$ cat config.mk
export PLATFORM = sky130hd
export DESIGN_NAME = cmd_decode
export DESIGN_NICKNAME = d
export VERILOG_FILES = /design/src/verilog/ddrc_pkg.sv /design/src/verilog/cmd_decode.sv
export SDC_FILE = /design/constraint.sdc
export NUM_CORES = 1
export LEC_CHECK = 0
export BUFFER_PORTS_ARGS = -buffer_cell sky130_fd_sc_hd__buf_4
export CAP_MARGIN = 20
export CELL_PAD_IN_SITES_DETAIL_PLACEMENT = 1
export CELL_PAD_IN_SITES_GLOBAL_PLACEMENT = 2
export CORE_ASPECT_RATIO = 1.75
export CORE_MARGIN = 2
export CORE_UTILIZATION = 28
export CTS_BUF_LIST = sky130_fd_sc_hd__clkbuf_4 sky130_fd_sc_hd__clkbuf_8
export DETAILED_ROUTE_END_ITERATION = 8
export HOLD_SLACK_MARGIN = 0.02
export PLACE_DENSITY = 0.89
export SETUP_SLACK_MARGIN = 0.2
export SLEW_MARGIN = 20
export SYNTH_ARGS = -nofsm -noshare
export SYNTH_HDL_FRONTEND = slang
export SYNTH_SLANG_ARGS = --single-unit
$ cat constraint.sdc
create_clock -name mclk -period 2.15 [get_ports mclk]
set_clock_uncertainty 0.15 [all_clocks]
set_input_delay 0.43 -clock mclk [delete_from_list [all_inputs] [get_ports mclk]]
set_output_delay 0.43 -clock mclk [all_outputs]
set_load 0.01 [all_outputs]
$ cat src/verilog/ddrc_pkg.sv
// Shared widths, command word layout and typedefs for the DDR3 command sequencer.
// Imported by every RTL module and by the testbench to build command words.
// A command word carries DDR3 pins plus buffer strobes; a NOP word carries
// the pause length and the done flag in its address field.
package ddrc_pkg;

    // command memory geometry
    localparam int CMD_WORD_BITS = 32;                   // one command word
    localparam int CMD_ADDR_BITS = 10;                   // 1K words per bank
    localparam int CMD_MEM_DEPTH = 1 << CMD_ADDR_BITS;
    localparam int RUN_BANK_BIT  = CMD_ADDR_BITS;        // run_addr msb picks bank 1

    // DDR3 side
    localparam int ADDRESS_NUMBER = 15;                  // row/column address lines
    localparam int BANK_BITS      = 3;

    // channel buffer side
    localparam int CHN_BITS        = 4;
    localparam int CHN_COUNT       = 1 << CHN_BITS;     // one-hot select width
    localparam int PAGE_BITS       = 2;                 // 4 pages per channel
    localparam int BUF_PAGE_WORDS  = 128;
    localparam int BUF_OFFSET_BITS = $clog2(BUF_PAGE_WORDS);
    localparam int BUF_ADDR_BITS   = PAGE_BITS + BUF_OFFSET_BITS;

    // NOP payload in the address field
    localparam int CMD_PAUSE_BITS = 6;                   // extra NOP cycles
    localparam int CMD_DONE_BIT   = 6;                   // ends the sequence

    // command word field positions, ras/cas/we active high here
    localparam int F_ADDR_LSB = 0;
    localparam int F_BA_LSB   = 15;
    localparam int F_RAS      = 18;
    localparam int F_CAS      = 19;
    localparam int F_WE       = 20;
    localparam int F_ODT      = 21;
    localparam int F_CKE      = 22;
    localparam int F_BUF_WR   = 23;                      // write buffer strobe
    localparam int F_BUF_RD   = 24;                      // read buffer strobe
    // bits 25..31 reserved

    typedef logic [CMD_WORD_BITS-1:0]   cmd_word_t;
    typedef logic [CMD_ADDR_BITS-1:0]   cmd_addr_t;
    typedef logic [CMD_ADDR_BITS:0]     run_addr_t;      // bank bit on top
    typedef logic [ADDRESS_NUMBER-1:0]  sd_addr_t;
    typedef logic [BANK_BITS-1:0]       sd_bank_t;
    typedef logic [CHN_BITS-1:0]        chn_t;
    typedef logic [CHN_COUNT-1:0]       chn_onehot_t;
    typedef logic [PAGE_BITS-1:0]       page_t;
    typedef logic [BUF_ADDR_BITS-1:0]   buf_addr_t;      // page + offset
    typedef logic [CMD_PAUSE_BITS-1:0]  pause_t;

endpackage

$ cat src/verilog/cmd_decode.sv
// Command word decoder and DDR3 pin register.
// NOP, pause length and done flag are decoded combinationally for the sequencer.
// Pins are registered with ras/cas/we turned active low; a NOP is driven while
// cmd_valid is low, cke and odt hold their last value between valid words.
module cmd_decode
    import ddrc_pkg::*;
(
    input  logic      mclk,
    input  logic      rst,
    input  cmd_word_t cmd_word,
    input  logic      cmd_valid,
    output logic      cmd_nop,
    output pause_t    pause_len,
    output logic      seq_done,
    output sd_addr_t  sd_addr,
    output sd_bank_t  sd_ba,
    output logic      sd_ras_n,
    output logic      sd_cas_n,
    output logic      sd_we_n,
    output logic      sd_cke,
    output logic      sd_odt,
    output logic      buf_wr,
    output logic      buf_rd
);

    logic ras;
    logic cas;
    logic we;

    assign ras = cmd_word[F_RAS];
    assign cas = cmd_word[F_CAS];
    assign we  = cmd_word[F_WE];

    assign cmd_nop   = !(ras || cas || we);                        // no command bits set
    assign pause_len = cmd_word[F_ADDR_LSB +: CMD_PAUSE_BITS];
    assign seq_done  = cmd_nop && cmd_word[F_ADDR_LSB + CMD_DONE_BIT];  // only on NOP

    // pin register
    always_ff @(posedge mclk or posedge rst) begin
        if (rst) begin
            sd_addr  <= '0;
            sd_ba    <= '0;
            sd_ras_n <= 1'b1;                           // NOP on pins
            sd_cas_n <= 1'b1;
            sd_we_n  <= 1'b1;
            sd_cke   <= 1'b0;
            sd_odt   <= 1'b0;
            buf_wr   <= 1'b0;
            buf_rd   <= 1'b0;
        end else if (cmd_valid) begin
            sd_addr  <= cmd_word[F_ADDR_LSB +: ADDRESS_NUMBER];
            sd_ba    <= cmd_word[F_BA_LSB +: BANK_BITS];
            sd_ras_n <= !ras;
            sd_cas_n <= !cas;
            sd_we_n  <= !we;
            sd_cke   <= cmd_word[F_CKE];                // NOP words may change cke too
            sd_odt   <= cmd_word[F_ODT];
            buf_wr   <= cmd_word[F_BUF_WR] && !cmd_nop; // strobes only with a command
            buf_rd   <= cmd_word[F_BUF_RD] && !cmd_nop;
        end else begin
            sd_ras_n <= 1'b1;                           // idle or paused
            sd_cas_n <= 1'b1;
            sd_we_n  <= 1'b1;
            buf_wr   <= 1'b0;
            buf_rd   <= 1'b0;
        end
    end

endmodule

==> results.md <==
- Outcome: finished, final reports clean
- First-pass GRT wire length: 3.72 mm
- Area growth syn-to-layout: 45.5%
- Grt total ovfl: 0
- Number of global-route vias before repair: 747
- PostCTS Resize Cnt: 0
- Sequential area share after synthesis: 60.1%
- Hold-fix buffers, CTS: 0
- CTS buffer count: 3
- Req. time, crit path: 1.57 ns
- Drt initial violations: 3
- HP Class: input port to asynchronous set/reset pin
- WS Path Type: input port to primary output
- R2R cell count: 1
- Worst-Margin Slew: 0.381 ns
- Synth cell types: 12
- Crit. End Element: primary output
- Die area: 4260 um^2
- Initial Utilization: 29.2%
- Gr usage total: 11.1%
- Share of cells above drive strength 1: 74.6%
- Die Span X: 50.2 um
- Initial antenna violation count: 0
- Levels on crit path: 3
- Final GP Congestion: 0.668
- TritonCTS clock tree: yes
- CTS clk-pin slew, worst paths: 0.08 ns
- Slew HR: 74.6%
- PD cells: 687 nW/um^2
- Worst path slowest cell: nor4b_1
- CP top delay family: buffers and inverters
- Startpoint types: input port
- Rows: 29
- Post-CTS Setup Repair Bufs: 0
- Mapped Cells: 62
- Clk root buf: clkbuf_8
- Seq cells post-synth: 25
- DP Wirelength: 1.73 mm
- TritonCTS sink count: 25
- Largest net degree at the start of global routing: 26
- Vias: 693
- Wire per inst: 13.5 um
- Critical path buffers and inverters: 2
- Yosys synthesis warning count: 0
- CP cell instances: buf_4 > nor4b_1 > buf_4
- Min Hold Slack: 0.0660 ns
- Commonest cells after routing, fill and taps aside: buf_4, dfrtp_1, mux2_4
- Max incr delay on CP: 0.29 ns
- Worst-case clock buffer depth: 2
- Most common cell after layout, fill and taps aside: buf_4
- DRC violation count after routing: 0
- Max Freq: 0.625 GHz
- RSZ-0062 raised after global routing: no
- Core Region: 3590 um^2
- PortBufs: 60
- Syn_nets: 97
- Most frequent CP cell: buf_4
- Drt total wl: 2.22 mm
- Syn avg cell area: 16.9 um^2
- # setup viols final: 0
- Fin crit share: 74.4%
- Max Slew Vio Count: 0
- Max cap viols: 0
- N_diodes: 0
- Top-level I/O count: 68
- H-tree depth: 1
- Peak supply drop: 0.317 mV
- Layout net count: 154
- Final min period: 1.60 ns
- Final hold vios: 0
- Crit-path max FO: 5
- First-pass DRT Iterations: 2
- Post-DRT Antenna Nets: 0
- Crit path DAT: 1.02 ns
- Clk_lat worst skew: 0.26 ns
- Die Y: 84.9 um
- Fillers: 392
- Drt via density: 4.23
- Mapped Area: 1050 um^2
- Sum Neg Setup Slack: 0 ns
- Pleak: 0.776 nW
registers in the layout (all words and copies together), names as in the netlist:
| signal | count |
|---|---|
| sd_addr | 15 |
| sd_ba | 3 |
| buf_rd | 1 |
| buf_wr | 1 |
| sd_cas_n | 1 |
| sd_cke | 1 |
| sd_odt | 1 |
| sd_ras_n | 1 |
| sd_we_n | 1 |
final cells by class:
class / instances / area [um^2] / area share (%)
repair buffers: 61 / 458 / 30.0
well taps: 46 / 57.6 / 3.78
clock buffers: 4 / 48.8 / 3.20
flip-flops and latches: 25 / 629 / 41.3
inverters: 1 / 3.75 / 0.246
multi-input cells: 27 / 327 / 21.4
kinds of logic after synthesis:
family          after synthesis  synth area share, %
compound gates                2                 1.91
buf+inv                      10                 8.72
flops                        25                 60.1
mux                          20                 26.9
simple gates                  5                 2.39
power breakdown:
group	internal (W)	switching, W	leakage, nW
logic	0.000144	0.0000858	0.458
clock network	0.000145	0.000136	0.0262
registers	0.000515	0.0000221	0.292
total	0.000803	0.000244	0.776
worst paths after layout:
check	startpoint	endpoint	slack, ns
worst min register to register	sd_addr[4]	sd_addr[4]	0.36
worst max register to register	sd_addr[7]	sd_addr[7]	1.23
worst max-delay path	cmd_word[19]	seq_done	0.55
max in group asynchronous	rst	sd_we_n	1.50
worst min-delay path	rst	sd_addr[10]	0.07
min in group mclk	cmd_word[19]	sd_cas_n	0.17
synthesized netlist by cell type:
cell type  instances  area [um^2]
inv_1              1         3.75
nor3_1             1         5.00
nor4b_1            1         8.76
buf_6              2         22.5
buf_12             1         20.0
mux2_4            15          225
dfrtp_1           22          551
nand2_1            3         11.3
dfstp_2            3         78.8
mux2_2             5         56.3
o311a_1            2         20.0
buf_4              6         45.0
stage by stage:
stage	cells	util, %	area, um^2	worst slack [ns]	power (W)
floorplan	62	-	1050	0.656	0.000660
global placement	160	41.1	1480	0.565	0.000775
detailed placement	160	41.1	1480	0.544	0.000781
CTS	164	42.4	1520	0.537	0.00107
global route	164	42.4	1520	0.522	0.00111
finish	164	42.4	1520	0.550	0.00105
layer usage:
layer	global-route usage, %	up-vias	share of wire (%)
li1	-	319	-
met1	13.6	332	37
met2	19.4	40	55
met3	2.29	2	7.2
met4	3.03	0	0.32
met5	0	-	0
(Power assumes the default switching activity.)
