==> src/verilog/ddrc_pkg.sv <==
// Shared widths, command word layout and typedefs for the DDR3 command sequencer.
// Imported by every RTL module and by the testbench to build command words.
// A command word carries DDR3 pins plus buffer strobes; a NOP word carries
// the pause length and the done flag in its address field.
package ddrc_pkg;

    // command memory geometry
    localparam int CMD_WORD_BITS = 32;                   // one command word
    localparam int CMD_ADDR_BITS = 10;                   // 1K words per bank
    localparam int CMD_MEM_DEPTH = 1 << CMD_ADDR_BITS;
    localparam int RUN_BANK_BIT  = CMD_ADDR_BITS;        // run_addr msb picks bank 1

    // DDR3 side
    localparam int ADDRESS_NUMBER = 15;                  // row/column address lines
    localparam int BANK_BITS      = 3;

    // channel buffer side
    localparam int CHN_BITS        = 4;
    localparam int CHN_COUNT       = 1 << CHN_BITS;     // one-hot select width
    localparam int PAGE_BITS       = 2;                 // 4 pages per channel
    localparam int BUF_PAGE_WORDS  = 128;
    localparam int BUF_OFFSET_BITS = $clog2(BUF_PAGE_WORDS);
    localparam int BUF_ADDR_BITS   = PAGE_BITS + BUF_OFFSET_BITS;

    // NOP payload in the address field
    localparam int CMD_PAUSE_BITS = 6;                   // extra NOP cycles
    localparam int CMD_DONE_BIT   = 6;                   // ends the sequence

    // command word field positions, ras/cas/we active high here
    localparam int F_ADDR_LSB = 0;
    localparam int F_BA_LSB   = 15;
    localparam int F_RAS      = 18;
    localparam int F_CAS      = 19;
    localparam int F_WE       = 20;
    localparam int F_ODT      = 21;
    localparam int F_CKE      = 22;
    localparam int F_BUF_WR   = 23;                      // write buffer strobe
    localparam int F_BUF_RD   = 24;                      // read buffer strobe
    // bits 25..31 reserved

    typedef logic [CMD_WORD_BITS-1:0]   cmd_word_t;
    typedef logic [CMD_ADDR_BITS-1:0]   cmd_addr_t;
    typedef logic [CMD_ADDR_BITS:0]     run_addr_t;      // bank bit on top
    typedef logic [ADDRESS_NUMBER-1:0]  sd_addr_t;
    typedef logic [BANK_BITS-1:0]       sd_bank_t;
    typedef logic [CHN_BITS-1:0]        chn_t;
    typedef logic [CHN_COUNT-1:0]       chn_onehot_t;
    typedef logic [PAGE_BITS-1:0]       page_t;
    typedef logic [BUF_ADDR_BITS-1:0]   buf_addr_t;      // page + offset
    typedef logic [CMD_PAUSE_BITS-1:0]  pause_t;

endpackage

==> src/verilog/cmd_sequencer.sv <==
// Run control for the command memories.
// Latches bank and start address on an accepted run_seq, walks the program,
// stretches NOP words by their pause length and ends the run on a done NOP.
// cmd_valid marks the first cycle a fetched word sits at the memory output.
module cmd_sequencer
    import ddrc_pkg::*;
(
    input  logic      mclk,
    input  logic      rst,
    input  run_addr_t run_addr,
    input  logic      run_seq,
    input  logic      cmd_nop,     // from decoder, valid with cmd_valid
    input  logic      seq_done,
    input  pause_t    pause_len,
    output cmd_addr_t rd_addr,
    output logic      ren0,        // bank 0 read enable
    output logic      ren1,        // bank 1 read enable
    output logic      bank_sel,    // 1 - auto bank
    output logic      cmd_valid,
    output logic      run_busy,
    output logic      run_done
);

    pause_t pause_cntr;            // remaining pause cycles after the first
    logic   start;
    logic   done_hit;
    logic   nop_pause;
    logic   pause;
    logic   fetch;

    assign start     = run_seq && !run_busy;                    // run_seq ignored while busy
    assign done_hit  = cmd_valid && cmd_nop && seq_done;        // pause of done word ignored
    assign nop_pause = cmd_valid && cmd_nop && !seq_done && (pause_len != '0);
    assign pause     = nop_pause || (pause_cntr != '0);
    assign fetch     = run_busy && !pause && !done_hit;         // no fetch past done

    assign ren0 = fetch && !bank_sel;
    assign ren1 = fetch && bank_sel;

    // busy, address and bank
    always_ff @(posedge mclk or posedge rst) begin
        if (rst) begin
            run_busy <= 1'b0;
            rd_addr  <= '0;
            bank_sel <= 1'b0;
        end else if (start) begin
            run_busy <= 1'b1;
            rd_addr  <= run_addr[CMD_ADDR_BITS-1:0];
            bank_sel <= run_addr[RUN_BANK_BIT];
        end else if (done_hit) begin
            run_busy <= 1'b0;                       // falls as run_done rises
        end else if (fetch) begin
            rd_addr  <= rd_addr + 1'b1;             // next word
        end
    end

    // valid word tracking and done pulse
    always_ff @(posedge mclk or posedge rst) begin
        if (rst) begin
            cmd_valid <= 1'b0;
            run_done  <= 1'b0;
        end else begin
            cmd_valid <= fetch;                     // word lands at edge after ren
            run_done  <= done_hit;                  // lines up with done NOP on pins
        end
    end

    // pause counter
    // first pause cycle is covered by nop_pause, the counter holds the rest
    always_ff @(posedge mclk or posedge rst) begin
        if (rst) begin
            pause_cntr <= '0;
        end else if (start || done_hit) begin
            pause_cntr <= '0;
        end else if (nop_pause) begin
            pause_cntr <= pause_len - 1'b1;
        end else if (pause_cntr != '0) begin
            pause_cntr <= pause_cntr - 1'b1;
        end
    end

endmodule

==> config.mk <==
export PLATFORM = sky130hd
export DESIGN_NAME = cmd_sequencer
export DESIGN_NICKNAME = d
export VERILOG_FILES = /design/src/verilog/ddrc_pkg.sv /design/src/verilog/cmd_sequencer.sv
export SDC_FILE = /design/constraint.sdc
export NUM_CORES = 1
export LEC_CHECK = 0
export ABC_AREA = 1
export BUFFER_PORTS_ARGS = -buffer_cell sky130_fd_sc_hd__buf_2
export CORE_MARGIN = 2
export CORE_UTILIZATION = 40
export CTS_BUF_LIST = sky130_fd_sc_hd__clkbuf_8
export DETAILED_ROUTE_END_ITERATION = 10
export GPL_TIMING_DRIVEN = 0
export PLACE_DENSITY = 0.68
export SLEW_MARGIN = 20
export SYNTH_ARGS = -nofsm -noshare
export SYNTH_HDL_FRONTEND = slang
export SYNTH_SLANG_ARGS = --single-unit
==> constraint.sdc <==
create_clock -name mclk -period 2.5 [get_ports mclk]
set_input_delay 0.25 -clock mclk [delete_from_list [all_inputs] [get_ports mclk]]
set_output_delay 0.25 -clock mclk [all_outputs]
set_load 0.01 [all_outputs]
==> results.sh, run 1 <==
export IMPL_crit_type="flip-flop to output pin"
export IMPL_power_density_mw_per_mm2=1077
export IMPL_setup_ws_ns=0.7892
export IMPL_finalClockSkew_ns=0.007122
export IMPL_ant_nets=0
export IMPL_cts_tree="done"
export IMPL_synthCells=180
export IMPL_grt_pass1_vias=1024
export IMPL_grt_pass1_wl_um=4340
export IMPL_dr_pass1_iters=4
export IMPL_cts_root_buffer="clkbuf_8"
export IMPL_grt_start_max_net_pins=21
export IMPL_start_kind="flip-flop"
export IMPL_diodes=0
export IMPL_drive_above_1_share_pct=25.79
export IMPL_synth_edf_count=0
export IMPL_grt_total_usage_pct=15.80
export IMPL_crit_chain="nand2_1 -> nor2_4 -> nand2_4 -> nand2_4 -> nor2_4 -> nand3_4 -> nor2_1 -> buf_2"
export IMPL_gp_congestion=0.8233
export IMPL_rows=20
export IMPL_post_route_util_pct=52.54
export IMPL_fin_crit_sh_pct=68.43
export IMPL_portBuffers=37
export IMPL_area_delta_synth_final_pct=24.10
export IMPL_via_per_inst=4.517
export IMPL_slew_violations=0
export IMPL_routed_wl_um=2678
export IMPL_drc=0
export IMPL_core_area_sq_mm=0.003053
export IMPL_syn_area_per_cell_sq_um=7.181
export IMPL_synth_ff_type="dfrtp_1"
export IMPL_seq_area_frac_synth_pct=38.72
export IMPL_clk_path_buf_depth=2
export IMPL_drt_initial_drc_count=18
export IMPL_arrival_ns=1.46
export IMPL_fin_total_pwr_uw=1728
export IMPL_status="complete, no violations"
export IMPL_async_flop_share_pct=100.0
export IMPL_cts_buffers=3
export IMPL_cts_hold_buf=0
export IMPL_cts_setup_buffers=0
export IMPL_initial_utilization_pct=42.34
export IMPL_yosysTopAreaCellShare_pct=38.72
export IMPL_syn_num_nets=203
export IMPL_dpl_hpwl_um=2056
export IMPL_end_kind="output pin"
export IMPL_htreeDepth=1
export IMPL_ys_types=22
export IMPL_timing_setup_tns_ns=0
export IMPL_slowest_stage="dfrtp_1"
export IMPL_synthTopCellsByArea="dfrtp_1, nand2_1, nand3_1, inv_1, o21ai_0"
export IMPL_antenna_found_initial=0
export IMPL_max_cap_viol_count=0
export IMPL_synth_area_sq_mm=0.001292
export IMPL_hp_class="primary input to async pin"
export IMPL_grt_overflow_total=0
export IMPL_maxSlewHeadroom_pct=50.73
export IMPL_die_h_um=60.85
export IMPL_nets=245
export IMPL_synth_seq_cells=20
export IMPL_dieArea_sq_mm=0.003702
export IMPL_clk_latency_ns=0.26
export IMPL_vdd_drop_max_mv=0.4377
export IMPL_yosysTopAreaCell="dfrtp_1"
export IMPL_clkTransAtPathRegs_ns=0.08
export IMPL_dp_slack_ns=0.9518
export IMPL_cts_resized_gates=0
export IMPL_final_min_clock_period_ns=1.711
export IMPL_fp_dieW_um=60.85
export IMPL_leakagePower_uw=0.0008871
export IMPL_max_freq_mhz=584.5
export IMPL_yosys_warnings=0
export IMPL_num_vias=1197
export IMPL_wl_per_cell_um=10.11
export IMPL_clock_sinks=20
export IMPL_tightest_slew_ns=0.7383
export IMPL_rsz0062_at_grt="false"
export IMPL_fillers=323
export IMPL_final_hold_violation_count=0
export IMPL_setup_viol_count_final=0
export IMPL_slowest_delay_ns=0.39
export IMPL_required_ns=2.25
export IMPL_ios=38
export IMPL_crit_path_max_fanout=10
-- through the flow --
step,hold slack [ns],area (sq um),std cells
detailed placement,0.4273,1533,261
global route,0.1776,1604,265
finish,0.1031,1604,265
global placement,0.4311,1533,261
floorplan,0.2138,1292,180
CTS,0.1460,1604,265
-- cell usage in the layout, fill, tap and decap left out, drive strengths merged --
cell type | Yosys | routed
xor2 | 3 | 3
nand2 | 72 | 72
ha | 1 | 1
xnor2 | 1 | 1
or2 | 1 | 1
bufinv | 0 | 1
o21bai | 1 | 1
nand3b | 1 | 1
nand3 | 19 | 19
a21oi | 6 | 6
nand4 | 1 | 1
clkbuf | 0 | 3
nor2 | 18 | 18
buf | 2 | 39
o21ai | 13 | 13
dfrtp | 20 | 20
inv | 21 | 21
-- flip-flops by register name, indices dropped and copies added (netlist names) --
register / count
run_done: 1
bank_sel: 1
run_busy: 1
cmd_valid: 1
pause_cntr: 6
rd_addr: 10
-- worst max-delay path: cells and delay by family, from the launching register on --
family	cells	cell delay, ns
simple gates	7	0.67
buf+inv	1	0.13
flops	1	0.39
-- final timing paths --
check	slack (ns)	startpoint	cells after the start	end
worst min register to register	0.54	rd_addr[9]	2	rd_addr[9]
worst max register to register	0.96	rd_addr[0]	10	rd_addr[8]
min in group mclk	0.19	run_addr[10]	3	bank_sel
max in group asynchronous	1.93	rst	2	rd_addr[7]
worst min-delay path	0.10	rst	2	pause_cntr[5]
worst max-delay path	0.79	cmd_valid	8	ren1
-- synthesized netlist by cell type (2+ instances only) --
cell type,number
nor2_4,4
nor2_1,12
nand3_1,16
nand3_4,2
o21ai_0,13
dfrtp_1,20
nand2_4,3
nand2_1,68
xor2_1,3
a21oi_1,6
nor2_2,2
inv_1,21
-- logic make-up after synthesis --
group | Yosys count | synth area share, %
AO/OA/AOI/OAI | 20 | 7.938
flip-flops | 20 | 38.72
buffers and inverters | 23 | 7.647
AND/OR/NAND/NOR | 112 | 42.01
adder cells (fa/ha/maj) | 1 | 0.9679
XOR/XNOR | 4 | 2.711
-- power breakdown --
| group | internal, uW | switching (uW) |
|---|---|---|
| logic | 326 | 503 |
| registers | 458 | 117 |
| clock network | 214 | 111 |
-- metal layers --
layer  part of all wire, %  routed length [um]  track usage, %  vias to the layer above
met5                     0                   0               0                        -
met3                   4.0                 108           2.132                        5
met1                    47                1252           20.88                      522
li1                      -                   -               -                      644
met4                   1.5                  41           6.522                        0
met2                    48                1276           26.11                       26
-- cell type report --
class / instances / area [sq um] / area share (%)
multi-input combinational: 137 / 693.2 / 43.21
sequential: 20 / 500.5 / 31.20
timing repair buffer: 37 / 185.2 / 11.54
inverter: 21 / 78.83 / 4.914
tap: 44 / 55.05 / 3.432
clock buffer: 3 / 41.29 / 2.574
clock inverter: 1 / 30.03 / 1.872
buffer: 2 / 20.02 / 1.248
No activity file was read; power rests on OpenSTA's default activity.
==> inputs of run 2 (changes only) <==
clock period = 1.7 ns   (was 2.5 ns; I/O delays follow)
==> results.sh, run 2 (synthesis gave the netlist of run 1 again) <==
export IMPL_reg2reg_slack_ns=0.15
export IMPL_status="complete, no violations"
export IMPL_drt_initial_drc_count=18
export IMPL_tightest_slew_ns=0.7340
export IMPL_final_common_cell="nand2_1"
export IMPL_grt_overflow_total=0
export IMPL_timing_setup_tns_ns=0
export IMPL_gp_congestion=0.8233
export IMPL_cp_top_family="simple AND/OR/NAND/NOR gates"
export IMPL_grt_start_max_net_pins=21
export IMPL_required_ns=1.53
export IMPL_finalClockSkew_ns=0.008397
export IMPL_initial_utilization_pct=42.34
export IMPL_rows=20
export IMPL_reg2reg_depth=10
export IMPL_cts_buffers=3
export IMPL_cts_root_buffer="clkbuf_8"
export IMPL_slowest_stage="dfrtp_1"
export IMPL_rsz0062_at_grt="false"
export IMPL_top_regs="rd_addr (10), pause_cntr (6)"
export IMPL_rr_startpoint="rd_addr[0]"
export IMPL_clk_path_buf_depth=2
export IMPL_crit_chain="nand2_2 -> nor2_4 -> nand2_4 -> nand2_4 -> nor2_4 -> nand3_4 -> nor2_1 -> buf_2"
export IMPL_htreeDepth=1
export IMPL_num_vias=1208
export IMPL_top_register="rd_addr"
export IMPL_diodes=0
export IMPL_slowest_delay_ns=0.40
export IMPL_end_kind="output pin"
export IMPL_portBuffers=37
export IMPL_drc=0
export IMPL_grt_pass1_wl_um=4340
export IMPL_via_per_inst=4.541
export IMPL_cts_hold_buf=0
export IMPL_power_density_mw_per_mm2=1577
export IMPL_final_min_clock_period_ns=1.551
export IMPL_drive_above_1_share_pct=26.58
export IMPL_fin_crit_sh_pct=91.24
export IMPL_setup_viol_count_final=0
export IMPL_max_cap_viol_count=0
export IMPL_largest_reg_flops=10
export IMPL_dr_pass1_iters=4
export IMPL_hp_class="primary input to async pin"
export IMPL_wl_per_cell_um=9.974
export IMPL_grt_pass1_vias=1024
export IMPL_dp_cells=261
export IMPL_dpl_hpwl_um=2056
export IMPL_fin_area_sq_mm=0.001614
export IMPL_clk_latency_ns=0.26
export IMPL_crit_path_max_fanout=5
export IMPL_grt_total_usage_pct=15.80
export IMPL_nets=246
export IMPL_maxSlewHeadroom_pct=51.01
export IMPL_crit_type="flip-flop to output pin"
export IMPL_placed_area_sq_mm=0.001533
export IMPL_core_area_sq_mm=0.003053
export IMPL_post_route_util_pct=52.87
export IMPL_antenna_found_initial=0
export IMPL_ant_nets=0
export IMPL_clock_sinks=20
export IMPL_cts_tree="done"
export IMPL_worst_path_stages=8
export IMPL_final_hold_violation_count=0
export IMPL_critical_path_buf_inv_count=1
export IMPL_start_kind="flip-flop"
export IMPL_fillers=323
export IMPL_ios=38
export IMPL_routed_wl_um=2653
export IMPL_dieArea_sq_mm=0.003702
export IMPL_finalNonFillerCells=266
export IMPL_final_cell_mix="nand2_1, buf_2, inv_1"
export IMPL_whs_ns=0.02080
export IMPL_slew_violations=0
export IMPL_area_delta_synth_final_pct=24.88
export IMPL_regArea_sq_um=500.5
export IMPL_vdd_drop_max_mv=0.6426
export IMPL_die_h_um=60.85
export IMPL_fp_dieW_um=60.85
export IMPL_multi_input_area_sq_um=695.7
export IMPL_clkTransAtPathRegs_ns=0.08
export IMPL_leakagePower_uw=0.0008923
export IMPL_max_freq_mhz=644.7
export IMPL_arrival_ns=1.38
export IMPL_r2r_end="rd_addr[8]"
[run 2: changes by cell type in the layout (fill, tap and decap cells not counted), sizes merged]
cell / delta
buf: +1
[run 2: worst register-to-register path: stages (launching register included)]
cell and delay, ns:
dfrtp_1 0.41, ha_1 0.21, nand3_1 0.14, nor2_1 0.12
nand2_1 0.09, nor2_1 0.15, nand3_1 0.09, nand2_1 0.06
o21ai_0 0.07, nand2_1 0.06, nand2_1 0.04
[run 2: worst max path at each step]
stage                from  slack (ns)          to
6_report        cmd_valid        0.15        ren1
3_3_place_gp   rd_addr[0]        0.20  rd_addr[8]
5_1_grt        rd_addr[0]       0.009  rd_addr[8]
2_1_floorplan  rd_addr[0]        0.30  rd_addr[8]
3_5_place_dp   rd_addr[0]        0.20  rd_addr[8]
4_1_cts         cmd_valid        0.04        ren1
[run 2: through the flow]
stage,power [uW],worst slack (ns)
finish,2545,0.1488
global route,2783,0.008711
CTS,2565,0.04234
detailed placement,2083,0.2035
global placement,2067,0.1992
floorplan,1733,0.2962
[run 2: what timing repair did]
| action | CTS | global route |
|---|---|---|
| setup endpoints to repair | 0 | 2 |
| setup buffers | 0 | 1 |
| gates resized for setup | 0 | 1 |
[run 2: area by class of cell]
| cell class | instances | area share [%] |
|---|---|---|
| inverter | 21 | 4.884 |
| buffer | 2 | 1.240 |
| clock inverter | 1 | 1.860 |
| clock buffer | 3 | 2.558 |
| multi-input combinational | 137 | 43.10 |
| sequential | 20 | 31.01 |
| tap | 44 | 3.411 |
| timing repair buffer | 38 | 11.94 |
[run 2: routing by layer]
metal	vias to the layer above	part of all wire (%)	global-route usage, %
met5	-	0	0
met4	0	1.5	6.522
met3	5	4.0	2.132
met2	26	48	26.11
met1	532	47	20.88
li1	645	-	-
[run 2: power breakdown]
part	switching (uW)	internal, uW
Combinational	738	483
Sequential	174	673
Clock	162	314
Total	1070	1470
