<file path="src/verilog/ddrc_pkg.sv">
// Shared widths, command word layout and typedefs for the DDR3 command sequencer.
// Imported by every RTL module and by the testbench to build command words.
// A command word carries DDR3 pins plus buffer strobes; a NOP word carries
// the pause length and the done flag in its address field.
package ddrc_pkg;

    // command memory geometry
    localparam int CMD_WORD_BITS = 32;                   // one command word
    localparam int CMD_ADDR_BITS = 10;                   // 1K words per bank
    localparam int CMD_MEM_DEPTH = 1 << CMD_ADDR_BITS;
    localparam int RUN_BANK_BIT  = CMD_ADDR_BITS;        // run_addr msb picks bank 1

    // DDR3 side
    localparam int ADDRESS_NUMBER = 15;                  // row/column address lines
    localparam int BANK_BITS      = 3;

    // channel buffer side
    localparam int CHN_BITS        = 4;
    localparam int CHN_COUNT       = 1 << CHN_BITS;     // one-hot select width
    localparam int PAGE_BITS       = 2;                 // 4 pages per channel
    localparam int BUF_PAGE_WORDS  = 128;
    localparam int BUF_OFFSET_BITS = $clog2(BUF_PAGE_WORDS);
    localparam int BUF_ADDR_BITS   = PAGE_BITS + BUF_OFFSET_BITS;

    // NOP payload in the address field
    localparam int CMD_PAUSE_BITS = 6;                   // extra NOP cycles
    localparam int CMD_DONE_BIT   = 6;                   // ends the sequence

    // command word field positions, ras/cas/we active high here
    localparam int F_ADDR_LSB = 0;
    localparam int F_BA_LSB   = 15;
    localparam int F_RAS      = 18;
    localparam int F_CAS      = 19;
    localparam int F_WE       = 20;
    localparam int F_ODT      = 21;
    localparam int F_CKE      = 22;
    localparam int F_BUF_WR   = 23;                      // write buffer strobe
    localparam int F_BUF_RD   = 24;                      // read buffer strobe
    // bits 25..31 reserved

    typedef logic [CMD_WORD_BITS-1:0]   cmd_word_t;
    typedef logic [CMD_ADDR_BITS-1:0]   cmd_addr_t;
    typedef logic [CMD_ADDR_BITS:0]     run_addr_t;      // bank bit on top
    typedef logic [ADDRESS_NUMBER-1:0]  sd_addr_t;
    typedef logic [BANK_BITS-1:0]       sd_bank_t;
    typedef logic [CHN_BITS-1:0]        chn_t;
    typedef logic [CHN_COUNT-1:0]       chn_onehot_t;
    typedef logic [PAGE_BITS-1:0]       page_t;
    typedef logic [BUF_ADDR_BITS-1:0]   buf_addr_t;      // page + offset
    typedef logic [CMD_PAUSE_BITS-1:0]  pause_t;

endpackage

</file>
<file path="src/verilog/buf_addr_gen.sv">
// Channel buffer address generator.
// On an accepted run picks the channel's internal page, sets the one-hot
// channel select and starts the address at the page base. Each buffer
// strobe then moves the address on by one word.
module buf_addr_gen
    import ddrc_pkg::*;
(
    input  logic        mclk,
    input  logic        rst,
    input  logic        run_seq,
    input  logic        run_busy,
    input  chn_t        run_chn,
    input  page_t       port0_int_page,
    input  page_t       port1_int_page,
    input  logic        buf_wr,
    input  logic        buf_rd,
    output buf_addr_t   buf_addr,
    output chn_onehot_t buf_sel
);

    page_t run_page;
    logic  start;

    assign start = run_seq && !run_busy;    // same acceptance as sequencer

    // page source per channel
    always_comb begin
        case (run_chn)
            chn_t'(0): run_page = port0_int_page;
            chn_t'(1): run_page = port1_int_page;
            default:   run_page = '0;       // no page source yet
        endcase
    end

    always_ff @(posedge mclk or posedge rst) begin
        if (rst) begin
            buf_addr <= '0;
            buf_sel  <= '0;
        end else if (start) begin
            buf_addr <= {run_page, {BUF_OFFSET_BITS{1'b0}}};  // page * BUF_PAGE_WORDS
            buf_sel  <= chn_onehot_t'(1) << run_chn;
        end else if (buf_wr || buf_rd) begin
            buf_addr <= buf_addr + 1'b1;    // one word per strobe
        end
    end

endmodule

</file>
<file path="config.mk">
export PLATFORM = sky130hd
export DESIGN_NAME = buf_addr_gen
export DESIGN_NICKNAME = d
export VERILOG_FILES = /design/src/verilog/ddrc_pkg.sv /design/src/verilog/buf_addr_gen.sv
export SDC_FILE = /design/constraint.sdc
export NUM_CORES = 1
export LEC_CHECK = 0
export BUFFER_PORTS_ARGS = -buffer_cell sky130_fd_sc_hd__buf_2
export CAP_MARGIN = 20
export CORE_ASPECT_RATIO = 0.9
export CORE_MARGIN = 3
export CORE_UTILIZATION = 52
export DETAILED_ROUTE_END_ITERATION = 8
export PLACE_DENSITY = 0.82
export SETUP_SLACK_MARGIN = 0.05
export SYNTH_ARGS = -nofsm -noshare
export SYNTH_HDL_FRONTEND = slang
export SYNTH_SLANG_ARGS = --single-unit
</file>
<file path="constraint.sdc">
create_clock -name mclk -period 2.15 [get_ports mclk]
set_input_delay 0.215 -clock mclk [delete_from_list [all_inputs] [get_ports mclk]]
set_output_delay 0.215 -clock mclk [all_outputs]
set_load 0.01 [all_outputs]
</file>
==> summary.txt, run 1 <==
Routing
  • Number of DRC markers after the initial detailed-route iteration: 25
  • WL per Instance: around 14 um
  • Vias per cell: ~5.7
  • DRC: 0
  • Final ANT Viol Nets: 0
  • Routed wire length: around 2500 um
  • Pre-antenna DRT Iters: 4
  • Via count: between 1000 and 1500

Power and ir drop
  • Leakage: about 0.74 nW
  • Pwr/cell area: approximately 660 nW/um^2
  • Peak VDD IR: 0.732 mV

STA
  • Final setup violating endpoints: 0
  • Least-Margin Pin Slew: 455 ps
  • Hold Vio Cnt, Final: 0
  • Slew margin rel.: 0.694
  • Unrepaired setup endpoints after global routing: false
  • Final min period: 1400 ps
  • Final clock skew: 1.09 ps
  • Slew Limit Fails: 0
  • Fin crit share: 0.652
  • Peak Freq: a little over 0.7 GHz
  • Final setup margin: 748 ps
  • Final TNS setup: 0 ps

Global route
  • First-pass GRT wire length: approximately 4200 um
  • Number of global-route vias before repair: 961
  • Grt total ovfl: 0
  • Total global-route track usage: 0.190
  • Largest net degree at the start of global routing: 26
  • Initial antenna violation count: 0

Clocking
  • Clk pin slew, worst setup/hold paths: 120 ps
  • CTS tree: built
  • Clock insertion delay at the later pin of the skew report: roughly 300 ps
  • H-tree depth: 1
  • TritonCTS Buffers: 3
  • CTS resizes: 0
  • CTS max path bufs: 2
  • Total clock sinks: 25
  • Root Driver: clkbuf_4

Synth
  • Mean Syn Cell Area: around 10 sq um
  • Post-Syn Instances: 113
  • Synth Warn #: 0
  • Yosys reg bits: 25
  • Distinct cells, synth: 33
  • Post-Syn Nets: between 100 and 150
  • Sequential share of the synthesized area: 0.541
  • Mapped Area: 1160 sq um

Worst setup path
  • Critical Path Start Type: flip-flop
  • Worst Path Required: 2390 ps
  • Critical Path Fanout Max: 5
  • Worst setup EP type: flip-flop
  • Setup CP Type: flip-flop to flip-flop
  • Crit Reg-Reg Startpoint: buf_addr[0]$_DFFE_PP0P_
  • Setup crit start: buf_addr[0]$_DFFE_PP0P_
  • CP arrival: 1640 ps

Cells and area
  • Layout cell share with drive strength beyond 1: 0.318
  • Area growth syn-to-layout: 22.6%
  • Most frequent cells in the layout: buf_2 (38), dfrtp_1 (25), nand2_1 (17)
  • Post-layout nets: 170
  • Post-route insts no fill: approximately 180
  • Commonest non-fill, non-tap cell in the layout: buf_2
  • Cell area after layout: around 1400 sq um
  • Fill count: 163
  • Diode count: 0

Floorplan
  • Die Y: between 50 and 60 um
  • Chip Width: approximately 56 um
  • I/O pin count: 39
  • Initial Util: 0.576
  • Core Rows: 15
  • Core area: ~2000 sq um
  • Die ar.: about 2800 sq um

Placement
  • PortBufs: 38
  • Pre-CTS setup slack: around 590 ps
  • GP Congestion: around 0.8
  • Post-detail-place hpwl: 1940 um
  • Placed Area: roughly 1400 sq um
  • Placed Instances: 174

Status
  • Status: finished clean

Min path
  • Hold path startpoint: buf_wr
  • Worst hold path type: input pin to flip-flop

Run
  • Maxcap violations: 0
==> layout make-up <==
class | instances | area, sq um | share of cell area
Inverter | 4 | 15.0 | 0.0106
Sequential cell | 25 | 626 | 0.441
Timing Repair Buffer | 42 | 223 | 0.157
Clock buffer | 4 | 26.3 | 0.0185
Tap cell | 25 | 31.3 | 0.0221
Multi-Input combinational cell | 79 | 497 | 0.350
==> synth_stat cells, drive strengths merged <==
master   instances  area share
and2b            1      0.0065
xnor2            1      0.0076
dfrtp           25        0.54
nand3            2      0.0087
mux2i            2       0.017
o31ai            1      0.0065
a41oi            1      0.0076
or4b             1       0.012
xor2             3       0.023
a2bb2oi          1      0.0076
o2111ai          1      0.0076
inv              4       0.013
nand4            1      0.0054
o22ai            1      0.0054
clkbuf           5       0.016
nor2b            2       0.011
ha               1       0.011
a21oi            3       0.013
or3              2       0.011
nor3             2       0.013
nand2b           3       0.016
a32o             3       0.026
nand2           17       0.055
and4             2       0.015
o221a            1      0.0097
nor2             8       0.026
o21ai           10       0.047
a22o             5       0.038
a31oi            2       0.011
or2              2       0.013
==> sequential cells by signal (all words and copies together) (netlist names) <==
signal	flops
buf_addr	9
buf_sel	16
==> power breakdown <==
group          internal [mW]  leakage [nW]  switching (mW)
Sequential             0.509         0.341          0.0442
Combinational         0.0834         0.388           0.107
Clock                 0.0723        0.0150           0.121
Total                  0.664         0.744           0.272
==> logic make-up (layout without fill, tap and decap cells) <==
family,after synthesis,count (layout),share of synthesized area
AOI/OAI and AO/OA,29,29,0.179
xor gates and xnor gates,4,4,0.0303
adders and majority gates,1,1,0.0108
buffers and inverters,9,50,0.0292
DFF,25,25,0.541
muxes,2,2,0.0173
and+or+nand+nor,43,43,0.193
==> routing by layer <==
layer	global-route usage	up-vias	wire [um]
li1	-	486	-
met1	0.241	489	1100
met2	0.319	48	1230
met3	0.0668	2	197
met4	0.0283	0	14
met5	0	-	0
==> timing repair <==
action / in CTS / in global routing
setup buffers: 0 / 0
endpoints found under the hold margin: 25 / 0
hold buffers: 1 / 0
==> metrics by stage <==
| step | total power, mW | util | hold WS (ps) |
|---|---|---|---|
| 3_5_place_dp | 0.752 | 0.688 | 272 |
| 5_1_grt | 0.996 | 0.706 | 203 |
| 6_report | 0.937 | 0.706 | 202 |
| 3_3_place_gp | 0.745 | 0.688 | 272 |
| 2_1_floorplan | 0.666 | - | 242 |
| 4_1_cts | 0.946 | 0.706 | 184 |
==> final timing paths <==
check	end	slack, ps	depth (start not counted)
worst min-delay path	buf_addr[1]$_DFFE_PP0P_	200	4
min in group asynchronous	buf_addr[0]$_DFFE_PP0P_	480	4
worst max register to register	buf_addr[6]$_DFFE_PP0P_	750	4
worst min register to register	buf_sel[5]$_DFFE_PP0P_	490	2
worst max-delay path	buf_addr[6]$_DFFE_PP0P_	750	4
max in group asynchronous	buf_addr[4]$_DFFE_PP0P_	1440	4
==> critical path: stages, from the launching register on <==
cell,delay (ps)
dfrtp_1,450
ha_1,210
nand4_1,160
or3_1,380
a21oi_1,140
Note: power is estimated with default switching activity, not from simulation.
==> inputs of run 2 (changes only) <==
--- a/config.mk
+++ b/config.mk
@@ -5,13 +5,14 @@
 export SDC_FILE = /design/constraint.sdc
 export NUM_CORES = 1
 export LEC_CHECK = 0
+export ABC_AREA = 1
 export BUFFER_PORTS_ARGS = -buffer_cell sky130_fd_sc_hd__buf_2
 export CAP_MARGIN = 20
 export CORE_ASPECT_RATIO = 0.9
 export CORE_MARGIN = 3
-export CORE_UTILIZATION = 52
+export CORE_UTILIZATION = 49
 export DETAILED_ROUTE_END_ITERATION = 8
-export PLACE_DENSITY = 0.82
+export PLACE_DENSITY = 0.77
 export SETUP_SLACK_MARGIN = 0.05
 export SYNTH_ARGS = -nofsm -noshare
 export SYNTH_HDL_FRONTEND = slang
==> constraint.sdc (replaced) <==
create_clock -name mclk -period 1.4 [get_ports mclk]
set_input_delay 0.14 -clock mclk [delete_from_list [all_inputs] [get_ports mclk]]
set_output_delay 0.14 -clock mclk [all_outputs]
set_load 0.01 [all_outputs]
==> run 2 against run 1 <==
Against the previous run: sequential share of layout area is 2.0 points lower; sequential power is 53% higher; non-clock buffer count is 1 lower; core utilization is 5.0 points lower; synthesized area is 5.1% higher; critical path type unchanged; largest cell class unchanged.
==> summary.txt, run 2 <==
Synth
  • Xor/xnor share of the synthesized area: 0
  • Yosys reg bits: 25
  • Simple-gate portion of the synthesized area: 0.291
  • Asr flop ratio synth: 1.00
  • Synth Warn #: 0
  • Mux share of post-synthesis cell area: 0
  • Distinct cells, synth: 19
  • Ys flop type: dfrtp_1
  • Share of the synthesized area in the top cell type: 0.515
  • Most frequent cell after synthesis: nand2_1
  • Area contributors post-synth: dfrtp_1 (51%), nand2_1 (15%), nand3_1 (7.0%)
  • Mean Syn Cell Area: between 7 and 8 sq um
  • Largest family of logic cells by synthesized area: simple AND/OR/NAND/NOR gates
  • Mapped Area: 1210 sq um
  • Compound-Gate Fraction of Synth Area: 0.107
  • Post-Syn Instances: ~160
  • EDFF count, synth: 0
  • Synth Area in Adders: 0.0103
  • Area leader, netlist: dfrtp_1
  • Post-Syn Nets: 170
  • Commonest cells post-synth: nand2_1 (49), dfrtp_1 (25), inv_1 (17), nand3_1 (17), o21ai_0 (16)
  • Sequential share of the synthesized area: 0.515

Routing
  • Max layer used: met4
  • Metal-1 WL: around 1200 um
  • Routed wire length: between 2000 and 3000 um
  • WL per Instance: about 12 um
  • Metal3 WL: between 200 and 250 um
  • Pre-antenna DRT Iters: 4
  • Met2 WL post-DR: 1200 um
  • Via count: 1133
  • Final ANT Viol Nets: 0
  • Vias per cell: slightly above 5
  • DRC: 0
  • Number of DRC markers after the initial detailed-route iteration: 31

Cells and area
  • Post-layout util: 0.656
  • Commonest non-fill, non-tap cell in the layout: nand2_1
  • Largest register FFs: 16
  • Diode count: 0
  • Biggest regs: buf_sel (16), buf_addr (9)
  • Area growth syn-to-layout: 22.1%
  • Cell area after layout: 1480 sq um
  • Largest Register: buf_sel
  • Most frequent cells in the layout: nand2_1 (49), buf_2 (38), dfrtp_1 (25)
  • Post-layout nets: 212
  • Layout cell share with drive strength beyond 1: 0.255

Placement
  • GP Congestion: roughly 0.75
  • PortBufs: 38
  • Post-detail-place hpwl: ~2000 um
  • Pre-CTS setup slack: between 100 and 150 ps
  • Placed Area: 1430 sq um

Global route
  • First-pass GRT wire length: ~4500 um
  • Total global-route track usage: 0.199
  • Initial antenna violation count: 0
  • Grt total ovfl: 0
  • Number of global-route vias before repair: ~1000
  • Largest net degree at the start of global routing: 26

Floorplan
  • Core Rows: 16
  • I/O pin count: 39
  • Chip Width: between 50 and 60 um
  • Core area: 2260 sq um
  • Die ar.: between 3000 and 4000 sq um
  • Initial Util: 0.537
  • Die Y: between 50 and 60 um

Worst setup path
  • Worst setup EP type: flip-flop
  • Worst Path Required: approximately 1600 ps
  • Critical Path Start Type: flip-flop
  • Setup CP Type: flip-flop to flip-flop
  • Critical Path Fanout Max: 6
  • Crit Reg-Reg Startpoint: buf_addr[0]$_DFFE_PP0P_
  • CP arrival: between 1000 and 1500 ps
  • Worst R2R Path Depth: 8
  • Reg-to-reg setup timing slack: between 100 and 150 ps
  • Reg-to-Reg End: buf_addr[8]$_DFFE_PP0P_

STA
  • Slew margin rel.: 0.792
  • Unrepaired setup endpoints after global routing: false
  • Least-Margin Pin Slew: 312 ps
  • Fin crit share: 0.897
  • Final clock skew: around 6.7 ps
  • Final min period: 1260 ps
  • Final setup margin: approximately 140 ps
  • Peak Freq: approximately 0.80 GHz
  • Hold Vio Cnt, Final: 0
  • Final TNS setup: 0 ps
  • Final setup violating endpoints: 0
  • Slew Limit Fails: 0

Clocking
  • CTS max path bufs: 2
  • Clk pin slew, worst setup/hold paths: between 100 and 150 ps
  • H-tree depth: 1
  • Root Driver: clkbuf_4
  • Clock insertion delay at the later pin of the skew report: 320 ps
  • CTS tree: built
  • TritonCTS Buffers: 3
  • Total clock sinks: 25

Min path
  • Worst hold path type: input pin to flip-flop
  • Hold path startpoint: run_chn[2]
  • Hold path depth: 2
  • Endpoint, Worst Hold: buf_sel[0]$_DFFE_PP0P_

Power and ir drop
  • Pwr/cell area: ~980 nW/um^2
  • Peak VDD IR: 0.785 mV
  • Leakage: between 0.8 and 0.9 nW

Run
  • Maxcap violations: 0

Status
  • Status: finished clean
==> run 2: worst max-delay path by stage <==
stage                       startpoint                       to  slack, ps
2_1_floorplan  buf_addr[0]$_DFFE_PP0P_  buf_addr[8]$_DFFE_PP0P_        190
3_3_place_gp   buf_addr[0]$_DFFE_PP0P_  buf_addr[8]$_DFFE_PP0P_        200
3_5_place_dp   buf_addr[0]$_DFFE_PP0P_  buf_addr[8]$_DFFE_PP0P_        130
4_1_cts        buf_addr[0]$_DFFE_PP0P_  buf_addr[8]$_DFFE_PP0P_        110
5_1_grt        buf_addr[0]$_DFFE_PP0P_  buf_addr[8]$_DFFE_PP0P_         50
6_report       buf_addr[0]$_DFFE_PP0P_  buf_addr[8]$_DFFE_PP0P_        140
==> run 2: report_power, final <==
part | total [mW] | leakage [nW] | internal, mW | switching (mW)
clock | 0.322 | 0.0177 | 0.107 | 0.215
sequential | 0.845 | 0.341 | 0.777 | 0.0683
combinational | 0.292 | 0.444 | 0.120 | 0.171
total | 1.46 | 0.802 | 1.00 | 0.455
==> run 2: kinds of logic after synthesis <==
logic type	count (synthesis)
AO/OA/AOI/OAI	23
AND/OR/NAND/NOR	84
buffers and inverters	22
flip-flops	25
adder cells (fa/ha/maj)	1
==> run 2: worst max-delay path, stage by stage, from the launching register on <==
cell and delay, ps:
dfrtp_1 480, ha_4 190, inv_1 40, nor2_1 130, nand3_1 90, nand3_1 80
nand2_1 50, nand2_1 50, nand2_1 40
==> run 2: per-stage QoR <==
stage / hold slack, ps / instances / total power [mW]
6_report: 125 / 223 / 1.46
5_1_grt: 101 / 223 / 1.56
4_1_cts: 104 / 223 / 1.46
3_5_place_dp: 207 / 218 / 1.13
3_3_place_gp: 200 / 218 / 1.12
2_1_floorplan: 167 / 155 / 1.01
==> run 2: final cells by class <==
cell class | instances | area, sq um
multi-input cells | 108 | 514
flip-flops and latches | 25 | 626
clock inverters | 1 | 5.00
repair buffers | 41 | 215
fillers | 205 | 778
well taps | 27 | 33.8
inverters | 18 | 67.6
clock buffers | 3 | 22.5
==> run 2: timing repair <==
item,in CTS,in global routing
hold buffers,1,0
endpoints found under the hold margin,25,0
gates resized for setup,0,3
setup buffers,0,0
setup endpoints to repair,0,3
==> run 2: layer usage <==
metal / up-vias / global-route usage
li1: 576 / -
met1: 509 / 0.255
met2: 43 / 0.323
met3: 5 / 0.0585
met4: 0 / 0.0579
met5: - / 0
